<file path="config.mk">
export PLATFORM = sky130hd
export DESIGN_NAME = life_top
export DESIGN_NICKNAME = d
export VERILOG_FILES = /design/src/ctrl_pkg.sv /design/src/life_pkg.sv /design/src/board_seeder.sv /design/src/button_debounce.sv /design/src/gen_counters.sv /design/src/gen_sequencer.sv /design/src/life_row_engine.sv /design/src/life_top.sv
export SDC_FILE = /design/constraint.sdc
export NUM_CORES = 1
export LEC_CHECK = 0
export BUFFER_PORTS_ARGS = -buffer_cell sky130_fd_sc_hd__clkbuf_2
export CAP_MARGIN = 10
export CORE_MARGIN = 1
export CORE_UTILIZATION = 60
export CTS_BUF_LIST = sky130_fd_sc_hd__clkbuf_8
export CTS_CLUSTER_DIAMETER = 60
export DETAILED_ROUTE_END_ITERATION = 10
export PLACE_DENSITY_LB_ADDON = 0.3
export SYNTH_ARGS = -nofsm -noshare
export SYNTH_HDL_FRONTEND = slang
export SYNTH_SLANG_ARGS = --single-unit
</file>
<file path="constraint.sdc">
create_clock -name clk4 -period 6.15 [get_ports clk4]
set_input_delay 0.615 -clock clk4 [delete_from_list [all_inputs] [get_ports clk4]]
set_output_delay 0.615 -clock clk4 [all_outputs]
set_load 0.005 [all_outputs]
</file>
<file path="src/ctrl_pkg.sv">
//////////////////////////////
// Control timing and states
//////////////////////////////
`default_nettype none

package ctrl_pkg;

	// Debounce times, scaled down for simulation
	localparam int PRESS_TICKS   = 8;    // High time before press accepted
	localparam int LONG_TICKS    = 200;  // Hold time for long press
	localparam int RELEASE_TICKS = 16;   // Low time to end a press

	// Seeding and rate timing
	localparam int SEED_DELAY       = 20;    // Idle cycles after reset
	localparam int TICKS_PER_SECOND = 1000;  // Simulated second
	localparam logic [31:0] LFSR_SEED = 32'h5a3c_96e1; // Any non zero

	// Counter widths
	typedef logic [$clog2(LONG_TICKS+1)-1:0]  press_cnt_t;
	typedef logic [$clog2(RELEASE_TICKS)-1:0] rel_cnt_t;
	typedef logic [$clog2(SEED_DELAY+1)-1:0]  delay_cnt_t;
	typedef logic [$clog2(TICKS_PER_SECOND)-1:0] sec_cnt_t;

	// Debounce FSM
	typedef enum logic [2:0] {
		S_IDLE, S_WAIT_PRESS, S_WAIT_LONG, S_LONG, S_WAIT_OFF, S_WAIT_LOFF
	} deb_state_t;

	// Generation sequencer FSM
	typedef enum logic [1:0] {
		SQ_SEED, SQ_IDLE, SQ_RUN
	} seq_state_t;

endpackage

`default_nettype wire

</file>
<file path="src/life_pkg.sv">
//////////////////////////////
// Life board types
//////////////////////////////
`default_nettype none

package life_pkg;

	// Board geometry
	localparam int GRID_W   = 16;  // Cells per row
	localparam int GRID_H   = 12;  // Rows per board
	localparam int ROW_BITS = 4;   // Row index width

	typedef logic [GRID_W-1:0]   row_t;     // One board row, col 0 in bit 0
	typedef logic [ROW_BITS-1:0] row_idx_t; // Row address
	typedef logic [31:0]         gen_cnt_t; // Generation counts

	// Read port request
	typedef struct packed {
		logic     stb;
		row_idx_t row;
	} rd_req_t;

	// Read port response, 2 cycles after request
	typedef struct packed {
		logic valid;
		row_t data;
	} rd_rsp_t;

	// Compute command, one row per cycle
	typedef struct packed {
		logic     stb;
		row_idx_t row;
	} row_cmd_t;

	// Seed write into bank 0
	typedef struct packed {
		logic     we;
		row_idx_t row;
		row_t     data;
	} row_wr_t;

endpackage

`default_nettype wire

</file>
<file path="src/board_seeder.sv">
//////////////////////////////
// LFSR board seeding
//////////////////////////////
`timescale 1ns/10ps
`default_nettype none

module board_seeder import life_pkg::*, ctrl_pkg::*; (
	input  logic    clk4,
	input  logic    reset,
	output row_wr_t seed_wr,   // Row writes into bank 0
	output logic    seed_done  // High once board is full
);

	logic [31:0] lfsr;
	delay_cnt_t  delay_cnt;   // Startup wait
	logic        filling;     // LFSR stepping
	logic [$clog2(GRID_W)-1:0] col_cnt;
	row_idx_t    row_cnt;
	row_t        row_sr;      // Cells shift in from the top, col 0 ends in bit 0
	logic        wr_we;
	row_idx_t    wr_row;
	row_t        wr_data;
	logic        last_col;

	assign last_col = (col_cnt == GRID_W-1);

	always_ff @(posedge clk4) begin
		if (reset) begin
			lfsr      <= LFSR_SEED;
			delay_cnt <= '0;
			filling   <= 1'b0;
			col_cnt   <= '0;
			row_cnt   <= '0;
			wr_we     <= 1'b0;
			seed_done <= 1'b0;
		end else begin
			if (delay_cnt != delay_cnt_t'(SEED_DELAY))
				delay_cnt <= delay_cnt + 1'b1;
			if (delay_cnt == delay_cnt_t'(SEED_DELAY-1))
				filling <= 1'b1; // Only hit once after reset
			else if (filling && last_col && row_cnt == row_idx_t'(GRID_H-1))
				filling <= 1'b0;
			if (filling) begin
				// Fibonacci taps 31 21 1 0, shift right
				lfsr    <= {lfsr[0] ^ lfsr[1] ^ lfsr[21] ^ lfsr[31], lfsr[31:1]};
				col_cnt <= col_cnt + 1'b1; // Wraps at GRID_W
				if (last_col)
					row_cnt <= row_cnt + 1'b1;
			end
			wr_we     <= filling && last_col;
			seed_done <= seed_done || (wr_we && wr_row == row_idx_t'(GRID_H-1));
		end
	end

	// Row payload
	always_ff @(posedge clk4) begin
		if (filling) begin
			row_sr <= {lfsr[0], row_sr[GRID_W-1:1]};
		end
		if (filling && last_col) begin
			wr_row  <= row_cnt;
			wr_data <= {lfsr[0], row_sr[GRID_W-1:1]}; // Last cell joins here
		end
	end

	assign seed_wr = {wr_we, wr_row, wr_data};

endmodule

`default_nettype wire

</file>
<file path="src/button_debounce.sv">
//////////////////////////////
// Fire button debounce
//////////////////////////////
`timescale 1ns/10ps
`default_nettype none

module button_debounce import ctrl_pkg::*; (
	input  logic clk4,
	input  logic reset,
	input  logic fire_button, // Raw async button
	output logic short_fire,  // One shot after PRESS_TICKS
	output logic long_fire    // Held level until released
);

	logic [2:0] meta;    // Synchronizer chain
	logic       inm;     // Synchronized button
	deb_state_t state;
	press_cnt_t press_cnt;
	rel_cnt_t   rel_cnt;
	logic       press_hit;
	logic       long_hit;
	logic       rel_hit;

	// Three flop synchronizer
	always_ff @(posedge clk4) begin
		if (reset)
			meta <= '0;
		else
			meta <= {meta[1:0], fire_button};
	end
	assign inm = meta[2];

	assign press_hit = (press_cnt == press_cnt_t'(PRESS_TICKS-1));
	assign long_hit  = (press_cnt == press_cnt_t'(LONG_TICKS-1));
	assign rel_hit   = !inm && (rel_cnt == rel_cnt_t'(RELEASE_TICKS-1));

	//////////////////////////////
	// State machine
	always_ff @(posedge clk4) begin
		if (reset) begin
			state <= S_IDLE;
		end else begin
			case (state)
				S_IDLE:       state <= inm ? S_WAIT_PRESS : S_IDLE;
				S_WAIT_PRESS: state <= !inm ? S_IDLE : press_hit ? S_WAIT_LONG : S_WAIT_PRESS;
				S_WAIT_LONG:  state <= !inm ? S_WAIT_OFF : long_hit ? S_LONG : S_WAIT_LONG;
				S_LONG:       state <= !inm ? S_WAIT_LOFF : S_LONG;
				S_WAIT_OFF:   state <= inm ? S_WAIT_LONG : rel_hit ? S_IDLE : S_WAIT_OFF;
				S_WAIT_LOFF:  state <= inm ? S_LONG : rel_hit ? S_IDLE : S_WAIT_LOFF;
				default:      state <= S_IDLE;
			endcase
		end
	end

	// Press time counts from first high and saturates at long
	// Release time counts only while low in the off states
	always_ff @(posedge clk4) begin
		if (reset) begin
			press_cnt <= '0;
			rel_cnt   <= '0;
		end else begin
			if (state == S_IDLE)
				press_cnt <= '0;
			else if (!long_hit)
				press_cnt <= press_cnt + 1'b1;
			if ((state == S_WAIT_OFF || state == S_WAIT_LOFF) && !inm)
				rel_cnt <= rel_cnt + 1'b1;
			else
				rel_cnt <= '0; // Any bounce high restarts release
		end
	end

	// Pulse on the accepting cycle only
	assign short_fire = (state == S_WAIT_PRESS) && inm && press_hit;
	assign long_fire  = (state == S_LONG) || (state == S_WAIT_LOFF);

	// One shot only after a full press time and never during a long hold
	a_fire_excl: assert property (@(posedge clk4) disable iff (reset)
		short_fire |-> !long_fire && $past(inm, PRESS_TICKS));

endmodule

`default_nettype wire

</file>
<file path="src/gen_counters.sv">
//////////////////////////////
// Generation counters
//////////////////////////////
`timescale 1ns/10ps
`default_nettype none

module gen_counters import life_pkg::*, ctrl_pkg::*; (
	input  logic     clk4,
	input  logic     reset,
	input  logic     gen_done,   // One per generation
	output gen_cnt_t gen_count,  // Total
	output gen_cnt_t gen_rate    // Per second, last window
);

	sec_cnt_t sec_cnt;
	logic     sec_tick;    // One cycle per simulated second
	gen_cnt_t window_cnt;  // Generations in current second

	// Second divider
	always_ff @(posedge clk4) begin
		if (reset) begin
			sec_cnt  <= '0;
			sec_tick <= 1'b0;
		end else begin
			sec_cnt  <= (sec_cnt == sec_cnt_t'(TICKS_PER_SECOND-1)) ? '0 : sec_cnt + 1'b1;
			sec_tick <= (sec_cnt == sec_cnt_t'(TICKS_PER_SECOND-1));
		end
	end

	always_ff @(posedge clk4) begin
		if (reset) begin
			gen_count  <= '0;
			gen_rate   <= '0;
			window_cnt <= '0;
		end else begin
			if (gen_done)
				gen_count <= gen_count + 1'b1;
			if (sec_tick) begin
				gen_rate   <= window_cnt;
				window_cnt <= gen_done ? gen_cnt_t'(1) : '0; // Tick cycle pulse opens new window
			end else if (gen_done) begin
				window_cnt <= window_cnt + 1'b1;
			end
		end
	end

endmodule

`default_nettype wire

</file>
<file path="src/gen_sequencer.sv">
//////////////////////////////
// Generation sequencer
//////////////////////////////
`timescale 1ns/10ps
`default_nettype none

module gen_sequencer import life_pkg::*, ctrl_pkg::*; (
	input  logic     clk4,
	input  logic     reset,
	input  logic     short_fire,   // One generation
	input  logic     long_fire,    // Back to back while held
	input  logic     seed_done,    // Board ready
	input  logic     gen_done,     // Last row written
	output row_cmd_t row_cmd,      // Row compute commands
	output logic     bank,         // Displayed bank
	output logic     seeding_busy,
	output logic     running
);

	seq_state_t state;
	logic       go;
	logic       cmd_stb;
	row_idx_t   row_cnt;
	logic       last_row;

	assign go       = short_fire || long_fire;
	assign last_row = (row_cnt == row_idx_t'(GRID_H-1));

	//////////////////////////////
	// Main FSM
	always_ff @(posedge clk4) begin
		if (reset) begin
			state   <= SQ_SEED;
			cmd_stb <= 1'b0;
			row_cnt <= '0;
			bank    <= 1'b0;
		end else begin
			case (state)
				SQ_SEED: begin
					// Hold off presses until the board exists
					if (seed_done)
						state <= SQ_IDLE;
				end
				SQ_IDLE: begin
					if (go) begin
						state   <= SQ_RUN;
						cmd_stb <= 1'b1;
						row_cnt <= '0;
					end
				end
				SQ_RUN: begin
					// One command per cycle for a whole board
					if (cmd_stb) begin
						if (last_row)
							cmd_stb <= 1'b0;
						else
							row_cnt <= row_cnt + 1'b1;
					end
					// Drain done, new board now on display
					if (gen_done) begin
						bank <= !bank;
						if (go) begin
							cmd_stb <= 1'b1; // Straight into next generation
							row_cnt <= '0;
						end else begin
							state <= SQ_IDLE;
						end
					end
				end
				default: begin
					state   <= SQ_IDLE;
					cmd_stb <= 1'b0;
				end
			endcase
		end
	end

	// Status
	assign running      = (state == SQ_RUN);
	assign seeding_busy = (state == SQ_SEED);

	assign row_cmd = {cmd_stb, row_cnt};

	// Engine never computes over a half seeded board
	a_cmd_after_seed: assert property (@(posedge clk4) disable iff (reset)
		row_cmd.stb |-> seed_done);

endmodule

`default_nettype wire

</file>
<file path="src/life_row_engine.sv">
//////////////////////////////
// Life row engine
//////////////////////////////
`timescale 1ns/10ps
`default_nettype none

module life_row_engine import life_pkg::*; (
	input  logic     clk4,
	input  logic     reset,
	input  row_cmd_t row_cmd,  // Row to compute
	input  logic     bank,     // Displayed bank, read side
	input  row_wr_t  seed_wr,  // Initial board
	input  rd_req_t  rd_req,
	output rd_rsp_t  rd_rsp,
	output logic     gen_done  // Pulse after last row write
);

	row_t     mem [2][GRID_H];   // Ping pong banks
	row_idx_t up_idx, dn_idx;    // Wrapped neighbours
	logic     c_valid;           // Stage 1 compute
	row_idx_t c_row;
	logic     c_bank;            // Bank to write
	row_t     n_up, n_mid, n_dn;
	row_t     next_row;
	logic     r_stb;             // Stage 1 read
	row_idx_t r_row;
	logic     r_bank;
	logic     rsp_valid;
	row_t     rsp_data;

	// Toroidal life rule over one row
	function automatic row_t life_next(input row_t up, input row_t mid, input row_t dn);
		row_t       res;
		logic [3:0] cnt;
		row_t       up_w, up_e, mid_w, mid_e, dn_w, dn_e;
		up_w  = {up[GRID_W-2:0], up[GRID_W-1]};   // Col i sees i-1
		up_e  = {up[0], up[GRID_W-1:1]};          // Col i sees i+1
		mid_w = {mid[GRID_W-2:0], mid[GRID_W-1]};
		mid_e = {mid[0], mid[GRID_W-1:1]};
		dn_w  = {dn[GRID_W-2:0], dn[GRID_W-1]};
		dn_e  = {dn[0], dn[GRID_W-1:1]};
		for (int i = 0; i < GRID_W; i++) begin
			cnt = 4'(up_w[i]) + 4'(up[i]) + 4'(up_e[i]) + 4'(mid_w[i]) + 4'(mid_e[i])
				+ 4'(dn_w[i]) + 4'(dn[i]) + 4'(dn_e[i]);
			res[i] = (cnt == 4'd3) || (mid[i] && cnt == 4'd2); // Birth or survive
		end
		return res;
	endfunction

	assign up_idx   = (row_cmd.row == '0) ? row_idx_t'(GRID_H-1) : row_cmd.row - 1'b1;
	assign dn_idx   = (row_cmd.row == row_idx_t'(GRID_H-1)) ? '0 : row_cmd.row + 1'b1;
	assign next_row = life_next(n_up, n_mid, n_dn);

	//////////////////////////////
	// Control pipeline
	always_ff @(posedge clk4) begin
		if (reset) begin
			c_valid   <= 1'b0;
			gen_done  <= 1'b0;
			r_stb     <= 1'b0;
			rsp_valid <= 1'b0;
		end else begin
			c_valid   <= row_cmd.stb;
			gen_done  <= c_valid && c_row == row_idx_t'(GRID_H-1);
			r_stb     <= rd_req.stb;
			rsp_valid <= r_stb;
		end
	end

	// Datapath and banks
	always_ff @(posedge clk4) begin
		c_row  <= row_cmd.row;
		c_bank <= !bank;              // Result goes to hidden bank
		n_up   <= mem[bank][up_idx];
		n_mid  <= mem[bank][row_cmd.row];
		n_dn   <= mem[bank][dn_idx];
		if (seed_wr.we)
			mem[0][seed_wr.row] <= seed_wr.data;
		else if (c_valid)
			mem[c_bank][c_row] <= next_row;
		r_row    <= rd_req.row;
		r_bank   <= bank;             // Bank at request time
		rsp_data <= mem[r_bank][r_row];
	end

	assign rd_rsp = {rsp_valid, rsp_data};

	// Seeding finishes before any compute starts
	a_wr_excl: assert property (@(posedge clk4) disable iff (reset)
		!(seed_wr.we && row_cmd.stb));

endmodule

`default_nettype wire

</file>
<file path="src/life_top.sv">
//////////////////////////////
// Game of Life top
//////////////////////////////
`timescale 1ns/10ps
`default_nettype none

module life_top import life_pkg::*; (
	input  logic     clk4,
	input  logic     reset,
	input  logic     fire_button,
	input  rd_req_t  rd_req,        // Row read port
	output rd_rsp_t  rd_rsp,
	output logic     seeding_busy,
	output logic     running,
	output gen_cnt_t gen_count,
	output gen_cnt_t gen_rate
);

	logic     short_fire;
	logic     long_fire;
	row_wr_t  seed_wr;
	logic     seed_done;
	row_cmd_t row_cmd;
	logic     bank;
	logic     gen_done;

	//////////////////////////////
	// Control
	button_debounce u_debounce (
		.clk4        (clk4),
		.reset       (reset),
		.fire_button (fire_button),
		.short_fire  (short_fire),
		.long_fire   (long_fire)
	);

	board_seeder u_seeder (
		.clk4      (clk4),
		.reset     (reset),
		.seed_wr   (seed_wr),
		.seed_done (seed_done)
	);

	gen_sequencer u_sequencer (
		.clk4         (clk4),
		.reset        (reset),
		.short_fire   (short_fire),
		.long_fire    (long_fire),
		.seed_done    (seed_done),
		.gen_done     (gen_done),
		.row_cmd      (row_cmd),
		.bank         (bank),
		.seeding_busy (seeding_busy),
		.running      (running)
	);

	//////////////////////////////
	// Engine and stats
	life_row_engine u_engine (
		.clk4     (clk4),
		.reset    (reset),
		.row_cmd  (row_cmd),
		.bank     (bank),
		.seed_wr  (seed_wr),
		.rd_req   (rd_req),
		.rd_rsp   (rd_rsp),
		.gen_done (gen_done)
	);

	gen_counters u_counters (
		.clk4      (clk4),
		.reset     (reset),
		.gen_done  (gen_done),
		.gen_count (gen_count),
		.gen_rate  (gen_rate)
	);

endmodule

`default_nettype wire

</file>
==> results.md <==
* Adder-Cell Fraction of Synth Area at 0.0556
* Setup CP Type: reg -> reg
* Worst Path Max Fanout at 51
* CP required at 6810 ps
* Post-Syn Nets at 2720
* Die Ht at 251 um
* Aggregate global routing overflow at 0
* Setup crit end kind: flop
* Average size of a mapped cell at 14.4 sq um
* CP top delay family: buffers and inverters
* Core area at 60800 sq um
* Vias post-DR at 25010
* Slew HR at 0.192
* Post-route setup TNS at 0 ps
* CP dominant cell by count: buf_4
* Worst slew pin tran at 1210 ps
* Vias per cell at 7.05
* Final Non-Filler Cells at 3550
* Crit share post-route at 0.629
* Worst-Skew Late Latency at 750 ps
* Minimum clock period at 3870 ps
* # hold bufs at CTS at 4
* Post-synthesis mux area share at 0.302
* All-Layer GR Usage at 0.319
* Initial antenna violation count at 2
* Die width at 251 um
* CTS Root Cell: clkbuf_8
* Max-Cap Viols at 0
* ANT nets after route at 0
* Clk buf depth at 3
* R2R Setup Slk at 2280 ps
* Number of global-route vias before repair at 25460
* Lkg Pwr at 14.6 nW
* Port-buffer cells at 90
* Status: completed
* Slowest-stage cell, CP: buf_4
* Met2 wire length at 46700 um
* VDD IR max at 0.000176 V
* Crit path launch type: flop
* Ratio of cells with drive above 1 in the final layout at 0.295
* Final hold violation count at 0
* RSZ-0062 raised after global routing: false
* First-pass GRT wire length at 151000 um
* Library cells used by synthesis at 67
* Die Area at 63000 sq um
* Max Fclk at 259 MHz
* RD Place Congestion at 0.931
* Clock Sink Count at 679
* Placed Instances at 3341
* Yosys warns at 0
* CP max stage delay at 810 ps
* Rows at 90
* CTS clk-pin slew, worst paths at 60 ps
* Complex-gate fraction of the synthesized area at 0.0387
* Async S/R FF share, synth at 0
* Commonest non-fill, non-tap cell in the layout: edfxtp_1
* Post-synth EDFFs at 419
* Synth Area in XOR/XNOR at 0.0193
* Main synth FF type: edfxtp_1
* DP Area at 38800 sq um
* Final Instance Area at 41200 sq um
* Fin util at 0.677
* Post-Syn Area at 37200 sq um
* DR iter-0 viols at 3024
* Simple-Gate Fraction of Synth Area at 0.0689
* Router iterations before antenna repair at 5
* Postcts setup bufs at 0
* Slew Limit Fails at 0
* Largest net degree at the start of global routing at 97
* Post-place setup slack at 2320 ps
* Sequential share of the synthesized area at 0.478
* Post-route DRC at 0
* Wirelength, routed at 99400 um
* Critical path, cell by cell: inv_1, ha_4, buf_4, nand2_1, o21ai_1, buf_4, a2bb2oi_1, nand4_1
* CTS tree: yes
* Synth-to-layout area growth at 10.6%
* Critical path buffers and inverters at 3
* DPL Wire Length at 62100 um
* Post_cts resized at 0
* Pwr dens at 222 nW/um^2
* Cells after synthesis at 2585
* Yosys reg bits at 679
* TritonCTS Buffers at 107
* Commonest cells after routing, fill and taps aside: 419 x edfxtp_1, 400 x mux4_2, 252 x dfxtp_1
* WL/cell at 28.0 um
* Nets at 2807
* Worst hold-check path type: in -> reg
* PnR worst setup slack at 2280 ps
* H-Tree Depth at 3
* Routed met3 length at 12600 um
* Final Skew at 47.8 ps
* I/O pin count at 91
* Highest metal used: met4
* Met1 WL at 34900 um
* CP Data Arrival Time at 4530 ps
* # setup viols final at 0
* Initial Util at 0.612
* Largest family of logic cells by synthesized area: multiplexers
metrics by stage:
| stage | power (mW) | hold WS, ps |
|---|---|---|
| 6_report | 9.16 | 91.0 |
| 5_1_grt | 9.42 | 69.7 |
| 4_1_cts | 9.22 | 60.9 |
| 3_5_place_dp | 5.09 | 335 |
| 3_3_place_gp | 5.09 | 331 |
| 2_1_floorplan | 5.03 | 331 |
flip-flops by register name, summed over array words and instances (netlist names), 4 cells and up, named ones only:
| signal | cells |
|---|---|
| u_seeder.delay_cnt | 5 |
| u_engine.mem | 384 |
| u_sequencer.row_cnt | 4 |
| u_engine.n_mid | 16 |
| u_counters.window_cnt | 32 |
| u_seeder.col_cnt | 4 |
| u_seeder.row_cnt | 4 |
| u_seeder.lfsr | 32 |
| u_counters.gen_rate | 32 |
| u_engine.c_row | 4 |
| u_debounce.rel_cnt | 4 |
| u_seeder.wr_row | 4 |
| u_engine.r_row | 4 |
| u_engine.n_dn | 16 |
| u_seeder.row_sr | 15 |
| u_engine.rsp_data | 16 |
| u_debounce.press_cnt | 8 |
| u_counters.sec_cnt | 10 |
| u_engine.n_up | 16 |
| u_seeder.wr_data | 16 |
| u_counters.gen_count | 32 |
worst paths after layout:
path / startpoint / end / depth (start not counted)
worst max-delay path: u_sequencer.row_cnt[1] / u_engine.n_up[13] / 8
worst min-delay path: rd_req[4] / u_engine.r_stb / 2
worst max register to register: u_sequencer.row_cnt[1] / u_engine.n_up[13] / 8
worst min register to register: u_sequencer.bank / flop / 0
layer usage:
layer,vias up,global-route usage
li1,10283,-
met1,12490,0.413
met2,1890,0.498
met3,347,0.0886
met4,0,0.160
met5,-,0
layout make-up:
class / count / area (sq um)
tap: 782 / 978
fill: 3984 / 19600
clock inverter: 81 / 669
clock buffer: 122 / 1680
timing repair buffer: 153 / 961
multi-input combinational: 1552 / 18400
antenna: 2 / 5.00
sequential: 679 / 17800
inverter: 179 / 672
report_power, final:
| group | leakage [nW] | internal [mW] | switching [mW] | total (mW) |
|---|---|---|---|---|
| logic | 7.37 | 0.0741 | 0.107 | 0.181 |
| registers | 5.89 | 4.79 | 0.0253 | 4.82 |
| clock network | 1.37 | 2.27 | 1.89 | 4.16 |
Yosys cell counts, types with 9 or more instances:
library cell / n / share of area
mux4_2: 400 / 0.24
nand2_1: 102 / 0.010
clkbuf_1: 91 / 0.0092
nor2_1: 183 / 0.018
o22ai_1: 38 / 0.0064
ha_1: 63 / 0.021
nor3_1: 12 / 0.0016
buf_2: 54 / 0.0073
a2111oi_0: 12 / 0.0028
nand2b_1: 11 / 0.0018
nand3_1: 54 / 0.0073
edfxtp_1: 419 / 0.34
a31oi_1: 9 / 0.0015
and3_1: 11 / 0.0018
a21oi_1: 34 / 0.0046
nand3b_1: 35 / 0.0071
mux2i_1: 179 / 0.048
fa_1: 64 / 0.034
xor2_1: 31 / 0.0073
and4_1: 11 / 0.0026
o41ai_1: 16 / 0.0038
dfxtp_1: 260 / 0.14
a2bb2oi_1: 14 / 0.0033
nor4_1: 22 / 0.0037
buf_1: 28 / 0.0028
o2bb2ai_1: 16 / 0.0038
or3_1: 9 / 0.0015
o21ai_0: 29 / 0.0039
nor2b_1: 17 / 0.0029
nand4_1: 35 / 0.0059
inv_1: 176 / 0.018
mux2_2: 36 / 0.011
xnor2_1: 51 / 0.012
cells by family after synthesis:
group                    Yosys count
adder cells (fa/ha/maj)          127
multiplexers                     617
AO/OA/AOI/OAI                    208
buffers and inverters            354
AND/OR/NAND/NOR                  518
XOR/XNOR                          82
flip-flops                       679
worst register-to-register path, stage by stage (launching register included):
cell	delay, ps
dfxtp_4	780
inv_1	180
ha_4	720
buf_4	820
nand2_1	120
o21ai_1	550
buf_4	410
a2bb2oi_1	130
nand4_1	80
Power figures use the tool's default switching activity.
